--- src/cpu_defs.svh ---
`ifndef CPU_DEFS_SVH
`define CPU_DEFS_SVH

// datapath and register file
`define XLEN      64
`define REG_COUNT 32

`define RESET_PC  64'h0
`define SP_INIT   64'h1000     // x2 after reset
`define EXIT_CALL 64'd93       // x17 value for exit ecall

// RV64I major opcodes
`define OPC_OP     7'b0110011
`define OPC_OPIMM  7'b0010011
`define OPC_LUI    7'b0110111
`define OPC_LOAD   7'b0000011
`define OPC_STORE  7'b0100011
`define OPC_BRANCH 7'b1100011
`define OPC_JAL    7'b1101111
`define OPC_SYSTEM 7'b1110011

`define ALU_ADD  4'd0
`define ALU_SUB  4'd1
`define ALU_AND  4'd2
`define ALU_OR   4'd3
`define ALU_XOR  4'd4
`define ALU_SLT  4'd5
`define ALU_SLTU 4'd6
`define ALU_SLL  4'd7
`define ALU_SRL  4'd8
`define ALU_SRA  4'd9

`endif

--- src/cpuPkg.sv ---
`include "cpu_defs.svh"

package cpuPkg;

	// one data word
	typedef logic [`XLEN-1:0] xlen_t;

	typedef logic [31:0] instr_t;

	typedef logic [4:0] regIdx_t;

	// ALU operation, codes in cpu_defs.svh
	typedef logic [3:0] aluOp_t;

	typedef enum logic {
		RUN,
		HALTED
	} runState_t;

endpackage

--- src/instrDecoder.sv ---
`timescale 1ns/1ps
`include "cpu_defs.svh"

module instrDecoder import cpuPkg::*; (
	input  instr_t instr,
	input  xlen_t  pc,
	input  xlen_t  rs1Value,
	input  xlen_t  rs2Value,
	input  xlen_t  callValue,
	input  logic   halted,
	output xlen_t  aluA,
	output xlen_t  aluB,
	output aluOp_t aluOp,
	output logic   regWrite,
	output logic   memRead,
	output logic   memWrite,
	output logic   branchTaken,
	output xlen_t  branchTarget,
	output logic   exitCall
);

	logic [6:0] opcode;
	logic [2:0] funct3;
	logic [6:0] funct7;
	xlen_t iImm;
	xlen_t sImm;
	xlen_t bImm;
	xlen_t uImm;
	xlen_t jImm;

	assign opcode = instr[6:0];
	assign funct3 = instr[14:12];
	assign funct7 = instr[31:25];

	assign iImm = {{52{instr[31]}}, instr[31:20]};
	assign sImm = {{52{instr[31]}}, instr[31:25], instr[11:7]};
	assign bImm = {{51{instr[31]}}, instr[31], instr[7], instr[30:25], instr[11:8], 1'b0};
	assign uImm = {{32{instr[31]}}, instr[31:12], 12'b0};    // RV64 lui sign extends
	assign jImm = {{43{instr[31]}}, instr[31], instr[19:12], instr[20], instr[30:21], 1'b0};

	assign branchTarget = pc + ((opcode == `OPC_JAL) ? jImm : bImm);

	always_comb begin
		aluA = rs1Value;
		aluB = rs2Value;
		aluOp = `ALU_ADD;
		regWrite = 1'b0;
		memRead = 1'b0;
		memWrite = 1'b0;
		branchTaken = 1'b0;
		exitCall = 1'b0;

		case (opcode)
			`OPC_OP: begin
				regWrite = (funct7 == 7'b0000000) ||
					(funct7 == 7'b0100000 && (funct3 == 3'b000 || funct3 == 3'b101));
				case (funct3)
					3'b000: aluOp = funct7[5] ? `ALU_SUB : `ALU_ADD;
					3'b001: aluOp = `ALU_SLL;
					3'b010: aluOp = `ALU_SLT;
					3'b011: aluOp = `ALU_SLTU;
					3'b100: aluOp = `ALU_XOR;
					3'b101: aluOp = funct7[5] ? `ALU_SRA : `ALU_SRL;
					3'b110: aluOp = `ALU_OR;
					default: aluOp = `ALU_AND;
				endcase
			end
			`OPC_OPIMM: begin
				aluB = iImm;
				regWrite = 1'b1;
				case (funct3)
					3'b000: aluOp = `ALU_ADD;
					3'b010: aluOp = `ALU_SLT;
					3'b100: aluOp = `ALU_XOR;
					3'b110: aluOp = `ALU_OR;
					3'b111: aluOp = `ALU_AND;
					default: regWrite = 1'b0;    // no shift or sltiu forms
				endcase
			end
			`OPC_LUI: begin
				aluA = '0;
				aluB = uImm;
				regWrite = 1'b1;
			end
			`OPC_LOAD: begin
				aluB = iImm;
				regWrite = (funct3 == 3'b011);    // ld only
				memRead = (funct3 == 3'b011);
			end
			`OPC_STORE: begin
				aluB = sImm;
				memWrite = (funct3 == 3'b011);    // sd only
			end
			`OPC_BRANCH: begin
				case (funct3)
					3'b000: branchTaken = (rs1Value == rs2Value);
					3'b001: branchTaken = (rs1Value != rs2Value);
					3'b100: branchTaken = ($signed(rs1Value) < $signed(rs2Value));
					3'b101: branchTaken = ($signed(rs1Value) >= $signed(rs2Value));
					default: branchTaken = 1'b0;
				endcase
			end
			`OPC_JAL: begin
				aluA = pc;    // link address
				aluB = 64'd4;
				regWrite = 1'b1;
				branchTaken = 1'b1;
			end
			`OPC_SYSTEM: begin
				exitCall = (instr[31:7] == 25'd0) && (callValue == `EXIT_CALL);
			end
			default: ;
		endcase

		// frozen core issues nothing
		if (halted) begin
			regWrite = 1'b0;
			memRead = 1'b0;
			memWrite = 1'b0;
			branchTaken = 1'b0;
			exitCall = 1'b0;
		end
	end

endmodule

--- config.mk ---
export PLATFORM = sky130hd
export DESIGN_NAME = instrDecoder
export DESIGN_NICKNAME = d
export VERILOG_FILES = /design/src/cpuPkg.sv /design/src/instrDecoder.sv
export VERILOG_INCLUDE_DIRS = /design/src /design/src/src
export SDC_FILE = /design/constraint.sdc
export NUM_CORES = 1
export LEC_CHECK = 0
export ABC_AREA = 0
export BUFFER_PORTS_ARGS = -buffer_cell sky130_fd_sc_hd__buf_2
export CAP_MARGIN = 20
export CELL_PAD_IN_SITES_DETAIL_PLACEMENT = 2
export CELL_PAD_IN_SITES_GLOBAL_PLACEMENT = 2
export CORE_AREA = 2 2 189 191
export DETAILED_ROUTE_END_ITERATION = 12
export DIE_AREA = 0 0 191 193
export GPL_TIMING_DRIVEN = 0
export PLACE_DENSITY = 0.88
export REMOVE_ABC_BUFFERS = 1
export SETUP_SLACK_MARGIN = 0.3
export SLEW_MARGIN = 20
export SYNTH_ARGS = -nofsm -noshare
export SYNTH_HDL_FRONTEND = slang
export SYNTH_SLANG_ARGS = --single-unit
--- constraint.sdc ---
create_clock -name vclk -period 7.1
set_input_delay 1.42 -clock vclk [all_inputs]
set_output_delay 1.42 -clock vclk [all_outputs]
set_load 0.01 [all_outputs]
==> results.toml <==
[layout]
fin_cells = 2015
layout_common_cells = "buf_2, ha_1, a21o_1, inv_1, a21oi_1"
clkbuf_count = 0
area_delta_synth_final_pct = 53.01
seq_cells = 0
utilization_pct = 31.68
final_area_um2 = 11080
final_layout_size_suffix_gt1_share_pct = 40.90
seq_area_um2 = 0
final_nets = 1968
layout_commonest_cell = "buf_2"

[power]
power_frac_clock_pct = 0
p_leak_nw = 6.083
p_int_mw = 0.4183
power.switching_mw = 0.5922
comb_power_share_pct = 100.0
pwr-share-seq_pct = 0
ir_drop_mv = 0.02999
pwr_density_cell_nw_per_um2 = 91.23
switching_share_pct = 58.61

[setup_path]
cp.required_ns = 5.68
end_kind = "primary output"
worstSetupStartpointType = "primary input"
worstPathMaxFanout = 8
path_class = "primary input to primary output"
cp.arrival_ns = 5.31

[global_routing]
grt_pass1_wl_um = 68770
track_usage_pct = 24.26
grt_max_degree = 49
grt_overflow = 0
grt_antenna_before_repair = 5
grt_pass1_vias = 11220

[sta]
rsz0062_at_grt = "yes"
max_freq_ghz = 0.1485
relSlewSlack_pct = 31.04
setup_slack_ns = 0.3653
tightestPinTransition_ns = 1.034
final_max_slew_viol_count = 0
fin_crit_sh_pct = 94.85
finalCriticalPeriod_ns = 6.735
finalHoldViolations = 0
setup_viol = 0
hold_ws_ns = 3.045

[logic_synthesis]
synth_cells = 1049
synth.avg_cell_area_um2 = 6.901
synth_cell_type_count = 77
syn_area_um2 = 7239
synth_warnings = 0
ys_seq_area_share_pct = 0

[placed_design]
dp_hpwl_um = 41530
gp_congestion = 0.9168
place_area_um2 = 10270
numPortBuffers = 490
place_ws_ns = -1.079
dp_cells = 1966

[routing]
drc_errors = 0
vias_per_cell = 5.346
dr_total_vias = 10770
routed_wl_um = 49730
drt-pass1-iter-count = 5
first_iter_violations = 442
drtAntennaViolNets = 0
wire_per_inst_um = 24.68

[floorplan]
start_util_pct = 20.70
ioPinCount = 490
die-area_um2 = 36860
rows = 69
coreArea_um2 = 34960
die-height_um = 193
chipWidth_um = 191

[flow_run]
max-cap-violations = 0

[run_status]
outcome = "finished clean"

[hold_path]
hold_class = "primary input to primary output"

[cts]
cts_hold_buf = 0
cells by family after synthesis:
logic type                 Yosys count  share of synthesized area [%]
and+or+nand+nor                    304                          21.47
AOI/OAI and AO/OA                  408                          40.37
xor gates and xnor gates            62                          7.501
adders and majority gates          127                          22.05
buffers and inverters              141                          7.553
muxes                                7                          1.054
per-layer routing:
metal	up-vias	wire, um	share of wire (%)	global-route usage, %
met4	4	1238	2.5	5.069
met5	-	25	0.050	0
met1	5292	20200	41	29.97
met3	84	2703	5.4	2.860
met2	426	25570	51	44.97
li1	4967	-	-	-
power groups by stage:
stage / sequential [mW] / clock, mW / combinational [mW]
2_1_floorplan: 0 / 0 / 0.495
3_3_place_gp: 0 / 0 / 0.878
3_5_place_dp: 0 / 0 / 0.915
4_1_cts: 0 / 0 / 0.959
5_1_grt: 0 / 0.0000000566 / 1.09
6_report: 0 / 0.0000000756 / 1.01
path summary, 6_finish.rpt:
kind	from	to	slack, ns	cells past startpoint
worst max-delay path	instr[4]	branchTarget[58]	0.37	23
worst min-delay path	pc[0]	branchTarget[0]	3.04	2
what timing repair did:
action                                  CTS  global route
endpoints found under the setup margin   46            22
gates resized for setup                  60            39
endpoints found under the hold margin     0             0
pin swaps                                21            36
setup buffers                            15            30
Yosys cell counts (all sizes together), types with 2 or more instances:
cell type / instances / area share [%]
xor2: 25 / 3.0
nand3: 25 / 1.7
o2111ai: 2 / 0.24
nand4: 35 / 3.1
or3: 3 / 0.26
or2: 6 / 0.52
o21ai: 61 / 4.4
a211oi: 2 / 0.21
a31oi: 12 / 1.1
o211ai: 2 / 0.28
nand2: 82 / 4.3
and3: 8 / 0.69
nor3b: 6 / 0.69
a22o: 64 / 7.7
mux2i: 2 / 0.28
a21boi: 8 / 0.88
a221o: 20 / 2.8
and2: 4 / 0.35
clkbuf: 41 / 2.1
a221oi: 3 / 0.45
or4: 3 / 0.31
a222oi: 4 / 0.55
and3b: 2 / 0.24
o22ai: 2 / 0.17
mux2: 5 / 0.78
nor3: 21 / 1.6
nor2b: 14 / 1.2
a21oi: 96 / 6.8
buf: 13 / 0.90
o31ai: 5 / 0.97
nand2b: 7 / 0.60
nor2: 58 / 3.0
ha: 126 / 22
nor4: 22 / 1.9
inv: 87 / 4.5
nor4b: 4 / 0.48
xnor2: 37 / 4.5
o21bai: 16 / 1.7
o21a: 10 / 1.0
a21o: 87 / 9.0
cell type report:
type	count	area [um2]
fill	4212	23890
multi-input combinational	908	7117
timing repair buffer	555	3047
tap	461	576.8
inverter	87	326.6
antenna	4	10.01
per-stage QoR:
stage	total power, mW	setup TNS, ns
floorplan	0.4951	-699.78
global placement	0.8784	-2417.01
detailed placement	0.9153	-20.75
CTS	0.9585	0
global route	1.086	0
finish	1.011	0
worst max-delay path, cell delays in order:
cell      delay, ns
buf_12         0.10
nand2b_4       0.15
nor3_4         0.19
buf_6          0.14
buf_12         0.12
buf_12         0.12
buf_12         0.11
buf_8          0.11
nor2b_4        0.06
a21o_1         0.19
ha_4           0.31
nand4_4        0.11
nor3_4         0.28
buf_4          0.15
buf_4          0.10
or2b_1         0.26
o211ai_4       0.15
a21oi_4        0.12
o31ai_4        0.32
a21boi_4       0.15
o211a_1        0.25
a311oi_2       0.18
buf_2          0.19
Power figures use the tool's default switching activity.
