`src/cpu_defs.svh`:
```
`ifndef CPU_DEFS_SVH
`define CPU_DEFS_SVH

// datapath and register file
`define XLEN      64
`define REG_COUNT 32

`define RESET_PC  64'h0
`define SP_INIT   64'h1000     // x2 after reset
`define EXIT_CALL 64'd93       // x17 value for exit ecall

// RV64I major opcodes
`define OPC_OP     7'b0110011
`define OPC_OPIMM  7'b0010011
`define OPC_LUI    7'b0110111
`define OPC_LOAD   7'b0000011
`define OPC_STORE  7'b0100011
`define OPC_BRANCH 7'b1100011
`define OPC_JAL    7'b1101111
`define OPC_SYSTEM 7'b1110011

`define ALU_ADD  4'd0
`define ALU_SUB  4'd1
`define ALU_AND  4'd2
`define ALU_OR   4'd3
`define ALU_XOR  4'd4
`define ALU_SLT  4'd5
`define ALU_SLTU 4'd6
`define ALU_SLL  4'd7
`define ALU_SRL  4'd8
`define ALU_SRA  4'd9

`endif

```
`src/cpuPkg.sv`:
```
`include "cpu_defs.svh"

package cpuPkg;

	// one data word
	typedef logic [`XLEN-1:0] xlen_t;

	typedef logic [31:0] instr_t;

	typedef logic [4:0] regIdx_t;

	// ALU operation, codes in cpu_defs.svh
	typedef logic [3:0] aluOp_t;

	typedef enum logic {
		RUN,
		HALTED
	} runState_t;

endpackage

```
`src/fetchControl.sv`:
```
`timescale 1ns/1ps
`include "cpu_defs.svh"

module fetchControl import cpuPkg::*; (
	input  logic  clk,
	input  logic  rst,
	input  logic  branchTaken,
	input  xlen_t branchTarget,
	input  logic  exitCall,
	output xlen_t pc,
	output logic  halted,
	output xlen_t cycleCount
);

	runState_t state;
	xlen_t nextPc;

	assign nextPc = branchTaken ? branchTarget : pc + 64'd4;

	always_ff @(posedge clk or posedge rst) begin
		if (rst) begin
			pc <= `RESET_PC;
			cycleCount <= '0;
			state <= RUN;
		end else if (state == RUN) begin
			pc <= nextPc;
			cycleCount <= cycleCount + 64'd1;    // counts the ecall too
			if (exitCall) begin
				state <= HALTED;
			end
		end
	end

	assign halted = (state == HALTED);

endmodule

```
`config.mk`:
```
export PLATFORM = sky130hd
export DESIGN_NAME = fetchControl
export DESIGN_NICKNAME = d
export VERILOG_FILES = /design/src/cpuPkg.sv /design/src/fetchControl.sv
export VERILOG_INCLUDE_DIRS = /design/src /design/src/src
export SDC_FILE = /design/constraint.sdc
export NUM_CORES = 1
export LEC_CHECK = 0
export BUFFER_PORTS_ARGS = -buffer_cell sky130_fd_sc_hd__buf_2
export CAP_MARGIN = 20
export CORE_MARGIN = 1
export CORE_UTILIZATION = 54
export CTS_BUF_LIST = sky130_fd_sc_hd__clkbuf_8 sky130_fd_sc_hd__clkbuf_16
export CTS_CLUSTER_DIAMETER = 200
export DETAILED_ROUTE_END_ITERATION = 7
export GPL_TIMING_DRIVEN = 0
export PLACE_DENSITY = 0.86
export SYNTH_ARGS = -nofsm -noshare
export SYNTH_HDL_FRONTEND = slang
export SYNTH_SLANG_ARGS = --single-unit
```
`constraint.sdc`:
```
create_clock -name clk -period 4.6 [get_ports clk]
set_input_delay 0.46 -clock clk [delete_from_list [all_inputs] [get_ports clk]]
set_output_delay 0.46 -clock clk [all_outputs]
set_load 0.01 [all_outputs]
```
==> key figures, run 1 <==
Outcome
  – Status: finished clean

Worst setup path
  – CP max-delay cell: nor4b_1
  – CP max FO: 7
  – CP cell instances: ha_1 > and3_1 > nand4_1 > nor4b_1 > a21oi_1 > nand3b_1
  – Crit path required time: 4910 ps
  – Startpoint types: flop
  – Reg2reg path depth: 6
  – Critical setup path kind: reg2reg
  – Element type at the critical path end: flop
  – CP arrival: 2890 ps
  – CP max stage delay: 910 ps

Pwr
  – Pwr Density: 317 nW/um2
  – Peak VDD IR: 305 uV
  – Leakage Power: 4.19 nW

Logic synthesis
  – Synth area leader: dfrtp_1
  – Async S/R FF share, synth: 100%
  – Seq/Total Area, Yosys: 43.2%
  – Mean Syn Cell Area: 8.84 um2
  – Cell count after synthesis: 845
  – Flops & latches, synth: 129
  – Yosys cell types: 73
  – Main area contributors after synthesis: dfrtp_1, nand3_1, nand4_1
  – YS warnings: 0
  – Post-synth top area share: 43.2%
  – Most common library cells after synthesis: dfrtp_1, nand2_1, nor2_1, nand3_1, nor3_1
  – Mapped Area: 7470 um2
  – Syn nets: 915
  – Post-synth EDFFs: 0
  – Most instantiated library cell after synthesis: dfrtp_1
  – Synth Flop Type: dfrtp_1

Cells and area
  – Nets@finish: 1131
  – Final instance area: 9310 um2
  – Layout cells sized above 1: 24.2%
  – ANT cells: 0
  – Area Overhead vs Synth: 24.6%

Timing
  – Setup violations, final: 0
  – Min Tclk post-route: 2590 ps
  – Fin. Hold Viols: 0
  – RSZ-0062 raised after global routing: no
  – Final period util: 56.2%
  – Setup TNS: 0 ps
  – Final setup margin: 2010 ps
  – Fin. max-slew vios: 0
  – Slew headroom: 29.6%
  – Final Skew: 9.75 ps
  – Actual slew at the worst max-slew pin: 1040 ps
  – Max Fclk: 387 MHz

Clock tree
  – Number of setup buffers added after CTS: 0
  – Total CTS buffers: 17
  – Max H-tree Level: 4
  – CTS tree: yes
  – Clock slew at reported path FFs: 60 ps
  – Root Driver: clkbuf_16
  – CTS max path bufs: 2
  – Insertion delay of the later-clocked pin in the worst-skew pair: 430 ps
  – # hold bufs at CTS: 0
  – Sink Count: 129
  – PostCTS Resize Cnt: 0

Floorplanning
  – Die width: 120 um
  – CORE AREA: 13300 um2
  – FP Rows: 42
  – Die height: 120 um
  – I/O pin cnt: 197
  – Die area: 14300 um2
  – Starting Density: 56.0%

Drt
  – Vias: 8346
  – Drt wl/cell: 21.1 um
  – First-pass DRT Iterations: 8
  – Vias per inst: 6.68
  – Initial DRC Count: 1117
  – DRC errors left: 0
  – Drt total wl: 26300 um
  – Post-route ant nets: 0

GRT
  – Grt total ovfl: 0
  – GRT Total Usage: 37.5%
  – First-pass GRT wire length: 41300 um
  – Initial antenna violation count: 1
  – Vias in the first global route: 7717
  – Largest net degree at the start of global routing: 98

Place
  – IO buf count: 196
  – Placer Congestion: 1.00
  – DP Area: 8700 um2
  – Worst slack, placed: 1840 ps
  – Final HPWL DP: 18300 um

Job
  – MaxCap Viol Count: 0

Worst hold path
  – Worst Hold Class: in2async
## worst max-delay path: cells and delay by family, from the launching register on
family	cells	cell delay, ps
simple gates	4	1610
flops	1	460
compound gates	1	130
fa+ha+maj	1	260
## layer usage
layer / up-vias / global-route usage [%] / part of all wire [%]
met2: 641 / 57.7 / 46
met4: 2 / 19.3 / 4.8
met3: 130 / 8.75 / 11
met1: 3960 / 49.2 / 38
met5: - / 0 / 0.042
li1: 3613 / - / -
## sequential cells by signal, summed over array words and instances (netlist names)
signal / cells
pc: 64
halted: 1
cycleCount: 64
## report_power, final
group / total, mW / leakage (nW) / internal [mW] / switching, mW
clock: 1.39 / 0.296 / 0.858 / 0.530
sequential: 1.25 / 1.60 / 1.18 / 0.0748
combinational: 0.306 / 2.29 / 0.122 / 0.185
total: 2.95 / 4.19 / 2.16 / 0.789
## path summary, 6_finish.rpt
path | end | slack [ps] | startpoint
min in group clk | halted | 220 | exitCall
worst max-delay path | pc[52] | 2010 | pc[2]
worst min register to register | cycleCount[63] | 460 | cycleCount[63]
worst max register to register | pc[52] | 2010 | pc[2]
worst min-delay path | pc[59] | 10 | rst
max in group asynchronous | pc[28] | 3770 | rst
## final cells by class
type,instances,area (um2)
Timing Repair Buffer,197,1010
Clock inverter,11,125
Inverter,24,95.1
Fill cell,1092,4040
Buffer,40,163
Tap cell,176,220
Clock buffer,21,480
Multi-Input combinational cell,652,3990
Sequential cell,129,3230
## cell usage in the layout, fill, tap and decap left out, drive strengths merged, types with 5 or more instances in the layout
| cell type | instances |
|---|---|
| nor4 | 29 |
| o22a | 7 |
| nor2 | 77 |
| or4 | 6 |
| inv | 26 |
| a22oi | 19 |
| a21oi | 26 |
| buf | 210 |
| o21ai | 29 |
| and4 | 16 |
| o31a | 5 |
| a31oi | 7 |
| dfrtp | 129 |
| o22ai | 7 |
| a211oi | 5 |
| and2 | 6 |
| nor3 | 51 |
| and3 | 21 |
| xor2 | 32 |
| a2bb2oi | 5 |
| nand4 | 49 |
| or3 | 8 |
| nand2 | 80 |
| o211ai | 8 |
| clkbuf | 48 |
| xnor2 | 31 |
| clkinv | 5 |
| nand3 | 68 |
| nor2b | 6 |
## per-stage QoR
stage | utilization, % | hold WS, ps | instances | power (mW)
after floorplan | - | 504 | 845 | 1.42
after global placement | 65.0 | 454 | 1217 | 1.56
after detailed placement | 65.2 | 458 | 1218 | 1.57
after CTS | 69.8 | 15.2 | 1250 | 2.94
after global routing | 69.8 | 28.1 | 1250 | 3.03
final | 69.8 | 9.72 | 1250 | 2.95
## cell families after synthesis
family	after synthesis	synth area share (%)
AND/OR/NAND/NOR	429	30.6
AO/OA/AOI/OAI	152	14.3
flip-flops	129	43.2
buffers and inverters	64	3.38
XOR/XNOR	63	7.39
multiplexers	6	0.837
adder cells (fa/ha/maj)	2	0.335
Power figures use the tool's default switching activity.
==> inputs of run 2 (changes only) <==
==> constraint.sdc (replaced) <==
create_clock -name clk -period 2.4 [get_ports clk]
set_input_delay 0.24 -clock clk [delete_from_list [all_inputs] [get_ports clk]]
set_output_delay 0.24 -clock clk [all_outputs]
set_load 0.01 [all_outputs]
==> key figures, run 2 (same netlist as run 1, synthesis figures left out) <==
Worst setup path
  – RR Endpoint: pc[40]
  – CP max stage delay: 530 ps (-380 ps)
  – Reg2Reg Setup Slack: 40 ps (-1970 ps)
  – Reg2reg path depth: 6 (unchanged)
  – Element type at the critical path end: flop
  – CP max FO: 8 (+1)
  – CP max-delay cell: dfrtp_1
  – CP cell instances: nand2_2 > or3_4 > or3_1 > buf_2 > or4_1 > nand3_1
  – Startpoint types: flop
  – Worst r2r src: pc[14]
  – CP arrival: 2720 ps (-170 ps)
  – Critical setup path kind: reg2reg
  – Crit path required time: 2770 ps (-2140 ps)

Drt
  – Drt total wl: 26600 um (+1.1%)
  – Vias: 8401 (+0.66%)
  – Initial DRC Count: 1303 (+17%)
  – Post-route ant nets: 0 (unchanged)
  – DRC errors left: 0 (unchanged)
  – Drt wl/cell: 21.1 um (+0.38%)
  – First-pass DRT Iterations: 6 (-2)
  – Vias per inst: 6.67 (about the same)

Worst hold path
  – HP Start: branchTarget[1]
  – Hold endpoint: pc[1]
  – Worst Hold Depth: 3
  – Worst Hold Class: in2reg

Floorplanning
  – Starting Density: 56.0% (unchanged)
  – Die area: 14300 um2 (unchanged)
  – Die height: 120 um (unchanged)
  – CORE AREA: 13300 um2 (unchanged)
  – I/O pin cnt: 197 (unchanged)
  – FP Rows: 42 (unchanged)
  – Die width: 120 um (unchanged)

GRT
  – Vias in the first global route: 7767 (+0.65%)
  – Grt total ovfl: 0 (unchanged)
  – Initial antenna violation count: 0 (-1)
  – Largest net degree at the start of global routing: 41 (-58%)
  – First-pass GRT wire length: 41800 um (+1.1%)
  – GRT Total Usage: 37.9% (+0.46 points)

Cells and area
  – Nets@finish: 1141 (+0.88%)
  – FF+latch area: 3240 um2 (+0.23%)
  – Area of the multi-input gates: 4130 um2 (+3.4%)
  – Most common cell after layout, fill and taps aside: buf_2
  – Final instance area: 9530 um2 (+2.3%)
  – Layout cells sized above 1: 26.9% (+2.7 points)
  – Commonest cells after routing, fill and taps aside: buf_2, dfrtp_1, nand2_1
  – Area Overhead vs Synth: 27.5%
  – ANT cells: 0 (unchanged)
  – Filler cell count: 1072 (-1.8%)
  – Cell Count, Final, Fillers Out: 1259 (+0.72%)

Clock tree
  – Sink Count: 129 (unchanged)
  – Root Driver: clkbuf_16
  – CTS max path bufs: 2 (unchanged)
  – Clock slew at reported path FFs: 60 ps (about the same)
  – Insertion delay of the later-clocked pin in the worst-skew pair: 430 ps (about the same)
  – CTS tree: yes
  – Max H-tree Level: 4 (unchanged)
  – Total CTS buffers: 17 (unchanged)

Timing
  – Fin. max-slew vios: 0 (unchanged)
  – Actual slew at the worst max-slew pin: 801 ps (-240 ps)
  – Fin. Hold Viols: 0 (unchanged)
  – Slew headroom: 46.6% (+17 points)
  – Hold slack: 8.94 ps (-0.784 ps)
  – Setup TNS: 0 ps (unchanged)
  – Final period util: 98.2% (+42 points)
  – Min Tclk post-route: 2360 ps (-228 ps)
  – RSZ-0062 raised after global routing: yes
  – Max Fclk: 424 MHz (+9.7%)
  – Final Skew: 8.42 ps (-1.33 ps)
  – Setup violations, final: 0 (unchanged)

Outcome
  – Status: finished clean

Pwr
  – Peak VDD IR: 518 uV (+70%)
  – Pwr Density: 580 nW/um2 (+83%)
  – Leakage Power: 4.30 nW (+2.7%)
  – Total Power: 5.53 mW (+87%)

Place
  – Final HPWL DP: 18300 um (+0.19%)
  – Placer Congestion: 1.03 (+3.0%)
  – Inst Count DP: 1220 (+0.16%)
  – DP Area: 8740 um2 (+0.36%)
  – IO buf count: 196 (unchanged)

Job
  – MaxCap Viol Count: 0 (unchanged)
-- run 2: cell types whose count changed in the layout (fill, tap and decap cells not counted), moves of 3 or more --
| cell | before | now |
|---|---|---|
| buf_12 | 0 | 3 |
| nor4_4 | 1 | 5 |
| dfrtp_2 | 0 | 6 |
| dfrtp_1 | 129 | 123 |
| nor3_1 | 49 | 44 |
| clkbuf_1 | 26 | 23 |
| nor4_1 | 25 | 19 |
| buf_4 | 1 | 7 |
| nor3_2 | 2 | 5 |
| dlygate4sd3_1 | 0 | 3 |
| inv_6 | 4 | 1 |
-- run 2: layout make-up --
class	instances	area share, %
Multi-Input combinational cell	652	43.3
Clock buffer	21	5.04
Buffer	38	1.68
Inverter	24	0.985
Tap cell	176	2.31
Clock inverter	10	0.906
Sequential cell	129	34.0
Timing Repair Buffer	209	11.8
-- run 2: what timing repair did --
action                                  in CTS  in global routing
hold buffers                                 3                  0
pin swaps                                    1                  7
endpoints found under the hold margin       29                  0
resized for setup                            4                 30
endpoints found under the setup margin      11                 38
buffers inserted                             2                  5
-- run 2: worst max-delay path by stage --
stage                             start        endpoint  slack (ps)  depth (start not counted)
final                            pc[14]          pc[40]          40                          6
after global routing      cycleCount[5]  cycleCount[61]          -7                          6
after CTS                        pc[18]          pc[37]          -8                          5
after detailed placement    branchTaken           pc[6]        -120                          7
after global placement              rst          pc[48]        -320                          2
after floorplan                   pc[2]          pc[62]         260                          8
-- run 2: where the power goes --
group | internal, mW | total [mW] | switching [mW]
clock network | 1.52 | 2.51 | 0.988
registers | 2.26 | 2.41 | 0.144
logic | 0.246 | 0.613 | 0.367
total | 4.03 | 5.53 | 1.50
-- run 2: per-layer routing --
| metal | track usage [%] | up-vias | share of wire [%] |
|---|---|---|---|
| met5 | 0 | - | 0 |
| met1 | 49.5 | 3910 | 37 |
| met4 | 21.6 | 0 | 5.6 |
| met3 | 9.36 | 143 | 13 |
| li1 | - | 3625 | - |
| met2 | 57.5 | 723 | 44 |
-- run 2: worst max-delay path, delay by kind of cell (launching register included) --
family	cells	cell delay, ps
simple gates	5	1560
buf+inv	1	180
flops	1	530
-- run 2: per-stage QoR --
| step | utilization (%) | setup slack [ps] |
|---|---|---|
| final | 71.4 | 42.7 |
| after global routing | 71.4 | -6.84 |
| after CTS | 70.2 | -8.45 |
| after detailed placement | 65.4 | -124 |
| after global placement | 65.0 | -316 |
| after floorplan | - | 263 |
